[config.mk]
export PLATFORM = sky130hd
export DESIGN_NAME = AvTestPatterns
export DESIGN_NICKNAME = d
export VERILOG_FILES = /design/src/AvPatternPkg.sv /design/src/VideoFormatTiming.sv /design/src/ColorBarPattern.sv /design/src/SineTone.sv /design/src/AudioDeltaSigmaDac.sv /design/src/AvTestPatterns.sv
export SDC_FILE = /design/constraint.sdc
export NUM_CORES = 1
export LEC_CHECK = 0
export BUFFER_PORTS_ARGS = -buffer_cell sky130_fd_sc_hd__buf_2
export CELL_PAD_IN_SITES_DETAIL_PLACEMENT = 1
export CELL_PAD_IN_SITES_GLOBAL_PLACEMENT = 1
export CORE_MARGIN = 2
export CORE_UTILIZATION = 46
export DETAILED_ROUTE_END_ITERATION = 6
export GPL_ROUTABILITY_DRIVEN = 0
export HOLD_SLACK_MARGIN = 0.02
export PLACE_DENSITY_LB_ADDON = 0.1
export SLEW_MARGIN = 20
export SYNTH_ARGS = -nofsm -noshare
export SYNTH_HDL_FRONTEND = slang
export SYNTH_SLANG_ARGS = --single-unit
[constraint.sdc]
create_clock -name pixelClock -period 3.41 [get_ports pixelClock]
set_clock_uncertainty 0.1 [all_clocks]
set_input_delay 0.8525 -clock pixelClock [delete_from_list [all_inputs] [get_ports pixelClock]]
set_output_delay 0.8525 -clock pixelClock [all_outputs]
set_load 0.01 [all_outputs]
[src/AvPatternPkg.sv]
/*
 * AvPatternPkg
 * Shared format constants, bar colours, sine table and pixel/timing structs
 * for the audio and video test-pattern source
 */
package AvPatternPkg;

    // Horizontal format in pixels, order is active, front porch, sync, back porch
    localparam int hActive = 32;
    localparam int hFrontPorch = 4;
    localparam int hSyncPulse = 4;
    localparam int hBackPorch = 8;
    localparam int hTotal = hActive + hFrontPorch + hSyncPulse + hBackPorch;

    // Vertical format in lines, same ordering as horizontal
    localparam int vActive = 6;
    localparam int vFrontPorch = 1;
    localparam int vSyncPulse = 2;
    localparam int vBackPorch = 2;
    localparam int vTotal = vActive + vFrontPorch + vSyncPulse + vBackPorch;

    // Position counter widths, sized for hTotal and vTotal
    localparam int hPosWidth = 6;
    localparam int vPosWidth = 4;

    // 75 percent bar amplitude
    localparam logic [7:0] barLevel = 8'hC0;

    // Free-running blink counter width
    localparam int blinkCounterSize = 6;

    typedef struct packed {
        logic [7:0] r;
        logic [7:0] g;
        logic [7:0] b;
    } rgbPixelT;

    typedef struct packed {
        logic dataEnable;
        logic hSync;
        logic vSync;
        logic [hPosWidth-1:0] hPos;
        logic [vPosWidth-1:0] vPos;
    } videoTimingT;

    typedef struct packed {
        videoTimingT timing;
        rgbPixelT pixel;
    } videoOutT;

    // Standard bar order, left to right
    localparam rgbPixelT barColors [0:7] = '{
        '{r: barLevel, g: barLevel, b: barLevel},  // white
        '{r: barLevel, g: barLevel, b: 8'h00},     // yellow
        '{r: 8'h00, g: barLevel, b: barLevel},     // cyan
        '{r: 8'h00, g: barLevel, b: 8'h00},        // green
        '{r: barLevel, g: 8'h00, b: barLevel},     // magenta
        '{r: barLevel, g: 8'h00, b: 8'h00},        // red
        '{r: 8'h00, g: 8'h00, b: barLevel},        // blue
        '{r: 8'h00, g: 8'h00, b: 8'h00}            // black
    };

    // One sine period in 16 steps, amplitude 16384
    localparam logic signed [15:0] sineTable [0:15] = '{
        16'sd0, 16'sd6270, 16'sd11585, 16'sd15137,
        16'sd16384, 16'sd15137, 16'sd11585, 16'sd6270,
        16'sd0, -16'sd6270, -16'sd11585, -16'sd15137,
        -16'sd16384, -16'sd15137, -16'sd11585, -16'sd6270
    };

endpackage

[src/VideoFormatTiming.sv]
/*
 * VideoFormatTiming
 * Raster position counters decoded into registered sync, data-enable
 * and position for the reduced test format
 */
`timescale 1ns/1ps

module VideoFormatTiming (
    input  logic                      pixelClock,
    input  logic                      reset,
    output AvPatternPkg::videoTimingT rasterTiming
);
    import AvPatternPkg::*;

    // Current raster position
    logic [hPosWidth-1:0] hCount;
    logic [vPosWidth-1:0] vCount;

    // Wrap points
    logic lineEnd;
    logic frameEnd;

    // Decoded levels for the current position
    logic activeNext;
    logic hSyncNext;
    logic vSyncNext;

    assign lineEnd = (hCount == hPosWidth'(hTotal - 1));
    assign frameEnd = (vCount == vPosWidth'(vTotal - 1));

    // Active area sits at the start of both line and frame
    assign activeNext = (hCount < hActive) && (vCount < vActive);

    // Sync follows the front porch
    assign hSyncNext = (hCount >= hActive + hFrontPorch) &&
                       (hCount < hActive + hFrontPorch + hSyncPulse);

    // Whole lines of vertical sync
    assign vSyncNext = (vCount >= vActive + vFrontPorch) &&
                       (vCount < vActive + vFrontPorch + vSyncPulse);

    // One pixel per clock, line wrap steps the line counter
    always_ff @(posedge pixelClock) begin
        if (reset) begin
            hCount <= '0;
            vCount <= '0;
        end else if (lineEnd) begin
            hCount <= '0;
            if (frameEnd) begin
                vCount <= '0;
            end else begin
                vCount <= vCount + 1'b1;
            end
        end else begin
            hCount <= hCount + 1'b1;
        end
    end

    // Decoded timing registered alongside the position it describes
    always_ff @(posedge pixelClock) begin
        if (reset) begin
            rasterTiming <= '0;
        end else begin
            rasterTiming.dataEnable <= activeNext;
            rasterTiming.hSync <= hSyncNext;
            rasterTiming.vSync <= vSyncNext;
            rasterTiming.hPos <= hCount;
            rasterTiming.vPos <= vCount;
        end
    end

endmodule

[src/ColorBarPattern.sv]
/*
 * ColorBarPattern
 * Eight vertical colour bars, registered together with the raster
 * timing so control and pixel leave on the same cycle
 */
`timescale 1ns/1ps

module ColorBarPattern (
    input  logic                      pixelClock,
    input  logic                      reset,
    input  AvPatternPkg::videoTimingT rasterTiming,
    output AvPatternPkg::videoOutT    videoOut
);
    import AvPatternPkg::*;

    // Bar number, four pixels per bar across the active line
    logic [2:0] barIndex;

    // Colour for the incoming position
    rgbPixelT barPixel;

    assign barIndex = 3'(rasterTiming.hPos / 4);

    // Black outside active video
    always_comb begin
        if (rasterTiming.dataEnable) begin
            barPixel = barColors[barIndex];
        end else begin
            barPixel = '0;
        end
    end

    // Timing passes through unchanged, one cycle behind
    always_ff @(posedge pixelClock) begin
        if (reset) begin
            videoOut <= '0;
        end else begin
            videoOut.timing <= rasterTiming;
            videoOut.pixel <= barPixel;
        end
    end

endmodule

[src/SineTone.sv]
/*
 * SineTone
 * Table-driven sine sample, stepped one entry per audio sample strobe
 */
`timescale 1ns/1ps

module SineTone (
    input  logic               pixelClock,
    input  logic               reset,
    input  logic               sampleEnable,
    output logic signed [15:0] toneSample
);
    import AvPatternPkg::*;

    // Position within the 16-entry period
    logic [3:0] phase;

    // Entry that the next strobe selects, wraps after 15
    logic [3:0] nextPhase;

    assign nextPhase = phase + 4'd1;

    // Phase only moves on a strobe
    always_ff @(posedge pixelClock) begin
        if (reset) begin
            phase <= '0;
        end else if (sampleEnable) begin
            phase <= nextPhase;
        end
    end

    // Sample register, starts at sineTable[0] which is zero
    always_ff @(posedge pixelClock) begin
        if (reset) begin
            toneSample <= sineTable[0];
        end else if (sampleEnable) begin
            toneSample <= sineTable[nextPhase];
        end
    end

endmodule

[src/AudioDeltaSigmaDac.sv]
/*
 * AudioDeltaSigmaDac
 * First-order delta-sigma modulator, one output bit per pixel clock
 */
`timescale 1ns/1ps

module AudioDeltaSigmaDac (
    input  logic               pixelClock,
    input  logic               reset,
    input  logic signed [15:0] sampleLevel,
    output logic               bitstream
);
    // Level moved to offset binary, i.e. sample plus 32768
    logic [15:0] offsetLevel;

    // Error accumulator and its next value with carry
    logic [15:0] accumulator;
    logic [16:0] accumulatorSum;

    // Flipping the sign bit adds the half-scale offset
    assign offsetLevel = {~sampleLevel[15], sampleLevel[14:0]};

    assign accumulatorSum = {1'b0, accumulator} + {1'b0, offsetLevel};

    // Carry out is the pulse, so ones density tracks offsetLevel / 65536
    always_ff @(posedge pixelClock) begin
        if (reset) begin
            accumulator <= '0;
            bitstream <= 1'b0;
        end else begin
            accumulator <= accumulatorSum[15:0];
            bitstream <= accumulatorSum[16];
        end
    end

endmodule

[src/AvTestPatterns.sv]
/*
 * AvTestPatterns
 * Audio and video test-pattern source: colour bars, sine tone,
 * delta-sigma audio bitstream and a blink LED on one pixel clock
 */
`timescale 1ns/1ps

module AvTestPatterns (
    input  logic                   pixelClock,
    input  logic                   reset,
    input  logic                   sampleEnable,
    output AvPatternPkg::videoOutT videoOut,
    output logic signed [15:0]     toneSample,
    output logic                   deltaSigma,
    output logic                   blink
);
    import AvPatternPkg::*;

    // Raster state from the timing generator into the bar stage
    videoTimingT rasterTiming;

    // Free-running LED counter
    logic [blinkCounterSize-1:0] blinkCount;

    always_ff @(posedge pixelClock) begin
        if (reset) begin
            blinkCount <= '0;
        end else begin
            blinkCount <= blinkCount + 1'b1;
        end
    end

    // MSB toggles every half wrap of the counter
    assign blink = blinkCount[blinkCounterSize-1];

    // Video path
    VideoFormatTiming formatTiming (
        .pixelClock(pixelClock),
        .reset(reset),
        .rasterTiming(rasterTiming)
    );

    ColorBarPattern colorBars (
        .pixelClock(pixelClock),
        .reset(reset),
        .rasterTiming(rasterTiming),
        .videoOut(videoOut)
    );

    // Audio path, paced by the sample strobe
    SineTone sineTone (
        .pixelClock(pixelClock),
        .reset(reset),
        .sampleEnable(sampleEnable),
        .toneSample(toneSample)
    );

    // Modulator runs every pixel clock on the held sample
    AudioDeltaSigmaDac audioDac (
        .pixelClock(pixelClock),
        .reset(reset),
        .sampleLevel(toneSample),
        .bitstream(deltaSigma)
    );

endmodule

Yosys cells after proc, flatten, opt, wreduce, memory -nomap -nowiden:

Memory sizes are Yosys's and may differ from the RTL's. A register that Yosys moved wholly into a read port is not among the register bits.
Index checks and enable logic that the tools add are counted.

* flip-flop bits (word level): 63
* memory bits (read-only): 448
* output and inout port bits: 55
* memories: 2
* bits of input ports: 3
* word-level logic and storage cells: 41

* mux-type cells: 1
* add/sub/neg operators: 5
* reductions and logical operators: 5
* magnitude comparators: 6
* bitwise logic cells: 4
* equality and inequality tests: 2

Memories
* (name not given): depth 16, bits a word 16, rd ports 1, clocked after Yosys merged registers in 1, wr ports 0, line SineTone.sv:37 `toneSample <= sineTable[nextPhase];`
* (name not given): depth 8, bits a word 24, rd ports 1, clocked after Yosys merged registers in 1, wr ports 0, line ColorBarPattern.sv:27 `barPixel = barColors[barIndex];`

Operator list (count)
* 16-bit by 16-bit adder with 17-bit output: 1
* 6-bit by 1-bit adder with 6-bit output, second input constant: 2
* 6-bit < comparator, second input constant: 2
* 4-bit by 1-bit adder with 4-bit output, second input constant: 2
* 6-bit equality test, second input constant: 1
* 6-bit greater-or-equal comparator, second input constant: 1
* 4-bit inverter with 5-bit output: 1
* 4-bit equality test, second input constant: 1
* 4-bit by 3-bit greater-or-equal comparator with 1-bit output, second input constant: 1
* 4-bit by 3-bit < comparator with 1-bit output, second input constant: 1
* 4-bit < comparator, second input constant: 1
* 4-bit two-way mux: 1
* 3-bit inverter with 4-bit output: 1
* 2-bit OR reduction: 2
* 1-bit logical AND: 3
* 1-bit inverter: 2

Depth between registers and ports, before layout:

Gate-level depths: netlist (run 1).

* depth in word-level cells: 2
* mapped depth: 8
* depth with buffers taken out: 8

By module:

From an unflattened synthesis (run 1), not the netlist that was laid out.

* cell total of the unflattened synthesis: 406
* area, all modules: 3852.4 µm²

Modules (own cells, without submodules)
* AudioDeltaSigmaDac: area each 1295.0 µm², cells an instance 149, seq. area each 340.3 µm², times used 1
* SineTone: area each 885.8 µm², cells an instance 100, seq. area each 320.3 µm², times used 1
* VideoFormatTiming: area each 827.0 µm², cells an instance 80, seq. area each 460.4 µm², times used 1
* ColorBarPattern: area each 615.6 µm², cells an instance 55, seq. area each 320.3 µm², times used 1
* AvTestPatterns: area each 229.0 µm², cells an instance 22, seq. area each 120.1 µm², times used 1

Least setup slack after synthesis (run 1):

No wires, ideal clock.

* kind: register -> register
* from: register sineTone.toneSample[0]
* to: register audioDac.accumulator[14]
* clock period less this slack: 2.193 ns
* data arrival time: 1.965 ns
* data required time: 3.182 ns
* stages on the path, launching flop included: 9
* library setup time: 0.128 ns
* slack: 1.217 ns
* buffers on the path: 0
* cell sequence: dfxtp_1 ha_1 fa_1 a21oi_1 o221ai_1 a21o_1 o31ai_1 xor2_1 nor2_1

* cells in the longest elaborated chain, start to end: 1

Ends and longest elaborated chain
* from (decl): line SineTone.sv:11 `output logic signed [15:0] toneSample`
* 16-bit by 16-bit adder with 17-bit output: line AudioDeltaSigmaDac.sv:23 `assign accumulatorSum = {1'b0, accumulator} + {1'b0, offsetLevel};`
* to (signal assigned): line AudioDeltaSigmaDac.sv:31 `accumulator <= accumulatorSum[15:0];`
* to (decl): line AudioDeltaSigmaDac.sv:17 `logic [15:0] accumulator;`

Every way passes these cells.
A chain may end at the register's enable or synchronous reset.

Worst setup path in the final report (run 1):

Same ends and word-level chain as after synthesis.

==> reports/results.ini, run 1 <==
[timing]
setup-tns-final_ps = 0
fmax_mhz = 423
post-route-period-util_pct = 69.3
period_needed_ps = 2360
rsz0062_at_grt = false
worst_pin_slew_ps = 708
setup_viol = 0
hold_viol_final = 0
slew_violations = 0
hold_ws_ps = 315
max_slew_margin_pct = 52.6

[synthesis]
synth_ff_type = dfxtp_1
ys_types = 39
synthCells = 389
async_flop_share_pct = 0
ys_ff_latch = 78
netlist_area_mm2 = 0.00359
ys.warnings.count = 0
synth_edf_count = 0
ys_seq_area_share_pct = 43.5
syn_avg_cell_area_um2 = 9.23

[clocking]
cts_sinks = 78
cts-resized-gates = 0
insertion_delay_ps = 360
clock_path_buffers = 2
cts_tree = done
cts.clk_slew.worst_paths_ps = 90
hold_buffers = 0
cts_htree_levels = 3
cts_root_buf = clkbuf_8
cts_inserted_buffers = 9
postCtsSetupBuffers = 0

[placement]
dpl.hpwl_um = 5230
io_buffer_count = 39
placed_area_mm2 = 0.00375

[route]
drc = 0
via_count = 2583
dr.pass1.iters = 4
drt-total-wl_um = 7230
wire_per_inst_um = 13.8
drt_iter0_markers = 75
antenna_left = 0
drt-vias-per-instance = 4.92

[die]
dieArea_mm2 = 0.00853
fp.dieH_um = 92.4
start_util_pct = 47.0
rows = 32
core_mm2 = 0.00765
io_pins = 58
die_w_um = 92.4

[grt]
antenna_found_initial = 0
grt_pass1_vias = 2538
grtUsageTotal_pct = 18.5
overflow = 0
grt_start_max_net_pins = 34
grt_pass1_wl_um = 12400

[final_layout]
diodes = 0
fillers = 919
fin_area_mm2 = 0.00398
multi_input_area_mm2 = 0.00180
regArea_mm2 = 0.00156
finalNetCount = 447
syn_to_final_growth_pct = 10.8
drive_above_1_share_pct = 15.1

[critical_path]
startpoint_type = register
r2r_setup_slack_ps = 1050
crit_fanout = 3
worst-endpoint-required_ps = 3560
cp-end-kind = register
crit_arrival_ps = 2510
path_class = register to register

[hold_path]
hp-class = register to register

[pwr]
ir_drop_uv = 230
total_power_mw = 2.16
power.leakage_nw = 1.77
powerDensity_mw_per_mm2 = 544

[status]
outcome = finished, final reports clean

[run]
max-cap-violations = 0

[routing by layer]
layer | routed length, um | share of wire (%) | up-vias | global-route usage, %
met5 | 0 | 0 | - | 0
met4 | 122 | 1.7 | 0 | 7.84
met3 | 218 | 3.0 | 11 | 3.66
met2 | 3130 | 43 | 36 | 28.6
met1 | 3760 | 52 | 1224 | 25.2
li1 | - | - | 1312 | -
[cell usage after synthesis, drive strengths merged, types with 2 or more instances]
| cell | n | area, um2 |
|---|---|---|
| dfxtp | 78 | 1560 |
| nor2 | 50 | 188 |
| buf | 29 | 204 |
| ha | 25 | 313 |
| nor2b | 25 | 156 |
| a21oi | 22 | 125 |
| nand2 | 18 | 67.6 |
| xnor2 | 16 | 140 |
| o21ai | 15 | 75.1 |
| nand3 | 13 | 65.1 |
| clkbuf | 12 | 45.0 |
| inv | 12 | 45.0 |
| xor2 | 11 | 96.3 |
| mux2i | 10 | 100 |
| nor3 | 9 | 45.0 |
| a211oi | 8 | 60.1 |
| nand2b | 8 | 50.1 |
| nand4 | 4 | 25.0 |
| nor3b | 3 | 22.5 |
| a21o | 2 | 15.0 |
| and2 | 2 | 12.5 |
| o21bai | 2 | 15.0 |
| o221ai | 2 | 17.5 |
| o31ai | 2 | 15.0 |
[flip-flops by register name, summed over array words and instances, names as in the netlist, 4 cells and up]
name / cells
audioDac.accumulator: 16
blinkCount: 6
colorBars.videoOut: 16
formatTiming.hCount: 6
formatTiming.rasterTiming: 13
formatTiming.vCount: 4
sineTone.phase: 4
sineTone.toneSample: 12
[critical path: stages, from the launching register on]
cell and delay, ps:
dfxtp_1 330, ha_1 230, fa_1 410, a21oi_1 250, o221ai_1 180, a21o_1 240, o31ai_1 280, xor2_1 180
nor2_1 50
[cells in the final DEF, fill, tap and decap left out, types with 4 or more instances in the layout]
cell	instances
a211oi_1	8
a21oi_1	20
buf_2	39
clkbuf_8	9
conb_1	18
dfxtp_1	78
ha_1	25
inv_1	12
mux2i_1	10
nand2_1	18
nand2b_1	8
nand3_1	13
nand4_1	4
nor2_1	50
nor2b_1	25
nor3_1	9
o21ai_0	15
xnor2_1	16
xor2_1	11
[metrics by stage]
| step | instances | util (%) | setup slack [ps] |
|---|---|---|---|
| 3_5_place_dp | 509 | 49.1 | 1050 |
| 6_report | 525 | 52.0 | 1050 |
| 5_1_grt | 525 | 52.0 | 860 |
| 3_3_place_gp | 509 | 49.1 | 1130 |
| 2_1_floorplan | 406 | - | 1220 |
| 4_1_cts | 525 | 52.0 | 1030 |
[power breakdown]
part / internal, mW / switching (mW)
registers: 0.970 / 0.0396
clock network: 0.424 / 0.364
logic: 0.147 / 0.220
total: 1.54 / 0.623
[final timing paths]
check | startpoint | endpoint | depth (start not counted)
worst min register to register | formatTiming.rasterTiming[8] | colorBars.videoOut[15] | 1
worst min-delay path | formatTiming.rasterTiming[8] | colorBars.videoOut[15] | 1
worst max register to register | sineTone.toneSample[0] | audioDac.accumulator[14] | 8
worst max-delay path | sineTone.toneSample[0] | audioDac.accumulator[14] | 8
[cells by family (layout without fill, tap and decap cells)]
logic type | after synthesis | after routing | share of synthesized area (%)
xor+xnor | 27 | 27 | 6.58
mux | 11 | 11 | 3.10
flops | 78 | 78 | 43.5
buf+inv | 53 | 70 | 8.18
simple gates | 135 | 135 | 18.2
fa+ha+maj | 26 | 26 | 9.27
other cells | 1 | 18 | 0.104
compound gates | 58 | 58 | 11.1
[area by class of cell]
class,count,share of cell area [%]
clock buffers,9,3.11
clock inverters,7,2.58
inverters,12,1.13
multi-input cells,275,45.3
flip-flops and latches,78,39.2
well taps,102,3.21
repair buffers,42,5.47
Note: power is estimated with default switching activity, not from simulation.
==> run 2, diff against run 1 <==
Settings changed: CORE_UTILIZATION 46 to 43.
Clock period 3.41 ns to 2.2 ns, I/O delays scaled along.
==> run 2 against run 1 <==
Against the previous run:
- via count up 1.8%
- wire length up 3.5%
- worst setup slack worse by 930 ps
- largest power group unchanged
==> reports/results.ini, run 2 (synthesized netlist as in run 1, its figures left out) <==
[clocking]
cts_inserted_buffers = 9
cts_sinks = 78
cts_root_buf = clkbuf_8
cts.clk_slew.worst_paths_ps = 90
insertion_delay_ps = 350
clock_path_buffers = 2
cts_htree_levels = 3
hold_buffers = 0
cts_tree = done

[route]
drc = 0
antenna_left = 0
via_count = 2629
wire_per_inst_um = 13.8
dr.pass1.iters = 4
drt-total-wl_um = 7490
drt_iter0_markers = 40
drt-vias-per-instance = 4.83

[final_layout]
final_common_cell = dfxtp_1
syn_to_final_growth_pct = 14.4
final_cell_mix = dfxtp_1, nor2_1, buf_2
top_regs = audioDac.accumulator: 16 flops, colorBars.videoOut: 16 flops, formatTiming.rasterTiming: 13 flops
diodes = 0
drive_above_1_share_pct = 20.7
finalNetCount = 463

[grt]
grt_start_max_net_pins = 32
grtUsageTotal_pct = 18.3
grt_pass1_vias = 2562
grt_pass1_wl_um = 12700
antenna_found_initial = 0
overflow = 0

[critical_path]
crit_arrival_ps = 2210
startpoint_type = register
path_cells = ha_4 -> fa_2 -> a21oi_4 -> o221ai_2 -> a21o_1 -> o31ai_2 -> xor2_1 -> nor2_1
r2r_end = audioDac.accumulator[14]
crit_cells = 8
path_delay_family = compound AO/OA/AOI/OAI gates
reg2reg_depth = 8
cp-startpoint = sineTone.toneSample[0]
worst-endpoint-required_ps = 2320
reg2reg_from = sineTone.toneSample[0]
r2r_setup_slack_ps = 110
cp-end-kind = register
slowest_delay_ps = 390
slowest_stage = fa_2
path_class = register to register
crit_path_end = audioDac.accumulator[14]
path_buf_inv = 0
crit_fanout = 3

[status]
outcome = finished, final reports clean

[timing]
max_slew_margin_pct = 62.2
setup_viol = 0
hold_viol_final = 0
post-route-period-util_pct = 94.9
worst_pin_slew_ps = 567
slew_violations = 0
period_needed_ps = 2090
fmax_mhz = 479
hold_ws_ps = 308

[pwr]
powerDensity_mw_per_mm2 = 778
total_power_mw = 3.20
ir_drop_uv = 290
power.leakage_nw = 1.82

[placement]
dpl.hpwl_um = 5450
io_buffer_count = 39

[die]
start_util_pct = 43.9
die_w_um = 95.4
core_mm2 = 0.00818
fp.dieH_um = 95.4
io_pins = 58
rows = 33
dieArea_mm2 = 0.00910

[run]
max-cap-violations = 0

[hold_path]
hp-class = register to register

[run 2: cell count changes in the layout (fill, tap and decap cells not counted), moves of 2 or more]
cell and delta:
ha_1 -2, dfxtp_2 +3, dfxtp_1 -3, a21oi_1 -2
buf_4 +16, clkinvlp_4 +2, bufinv_16 -2
[run 2: worst min-delay path by stage]
stage	slack (ps)	to	depth (start not counted)	start
2_1_floorplan	280	colorBars.videoOut[15]	1	formatTiming.rasterTiming[8]
3_3_place_gp	290	colorBars.videoOut[22]	1	formatTiming.rasterTiming[7]
3_5_place_dp	300	colorBars.videoOut[7]	1	formatTiming.rasterTiming[6]
4_1_cts	310	colorBars.videoOut[7]	1	formatTiming.rasterTiming[6]
5_1_grt	340	colorBars.videoOut[22]	1	formatTiming.rasterTiming[7]
6_report	310	colorBars.videoOut[7]	1	formatTiming.rasterTiming[6]
[run 2: routing by layer]
metal / track usage, % / up-vias / wire length (um) / share of wire [%]
met4: 6.07 / 0 / 90 / 1.2
li1: - / 1344 / - / -
met5: 0 / - / 0 / 0
met1: 23.8 / 1230 / 3550 / 47
met3: 4.74 / 8 / 294 / 3.9
met2: 29.8 / 47 / 3550 / 47
[run 2: layout make-up]
| cell class | instances | area, um2 |
|---|---|---|
| fill | 985 | 4070 |
| multi-input combinational | 275 | 1850 |
| timing repair buffer | 58 | 338 |
| tap | 105 | 131 |
| sequential | 78 | 1570 |
| inverter | 12 | 45.0 |
| clock inverter | 7 | 57.6 |
| clock buffer | 9 | 124 |
[run 2: worst reg2reg max path, stage by stage (launching register included)]
cell and delay [ps]:
dfxtp_2 350, ha_4 160, fa_2 390, a21oi_4 190, o221ai_2 120, a21o_1 200, o31ai_2 240, xor2_1 170
nor2_1 50
[run 2: through the flow]
stage | cells | setup TNS (ps) | worst slack (ps) | area [um2] | util, %
floorplan | 406 | 0 | 6.96 | 3660 | -
global placement | 526 | -92.0 | -35.9 | 3860 | 47.2
detailed placement | 526 | -299 | -116 | 3860 | 47.2
CTS | 542 | 0 | 23.9 | 4060 | 49.6
global route | 544 | -22.3 | -18.1 | 4110 | 50.3
finish | 544 | 0 | 113 | 4110 | 50.3
[run 2: timing repair]
action | 4_1_cts | 5_1_grt
buffers inserted | 0 | 2
gates resized for setup | 5 | 9
endpoints found under the setup margin | 4 | 4
pin swaps | 1 | 7
gates cloned | 0 | 0
[run 2: power by group]
part           internal [mW]  switching (mW)  total (mW)  leakage [nW]
Clock                  0.425           0.577        1.00        0.0881
Sequential              1.50          0.0525        1.56         0.638
Combinational          0.269           0.368       0.638          1.09
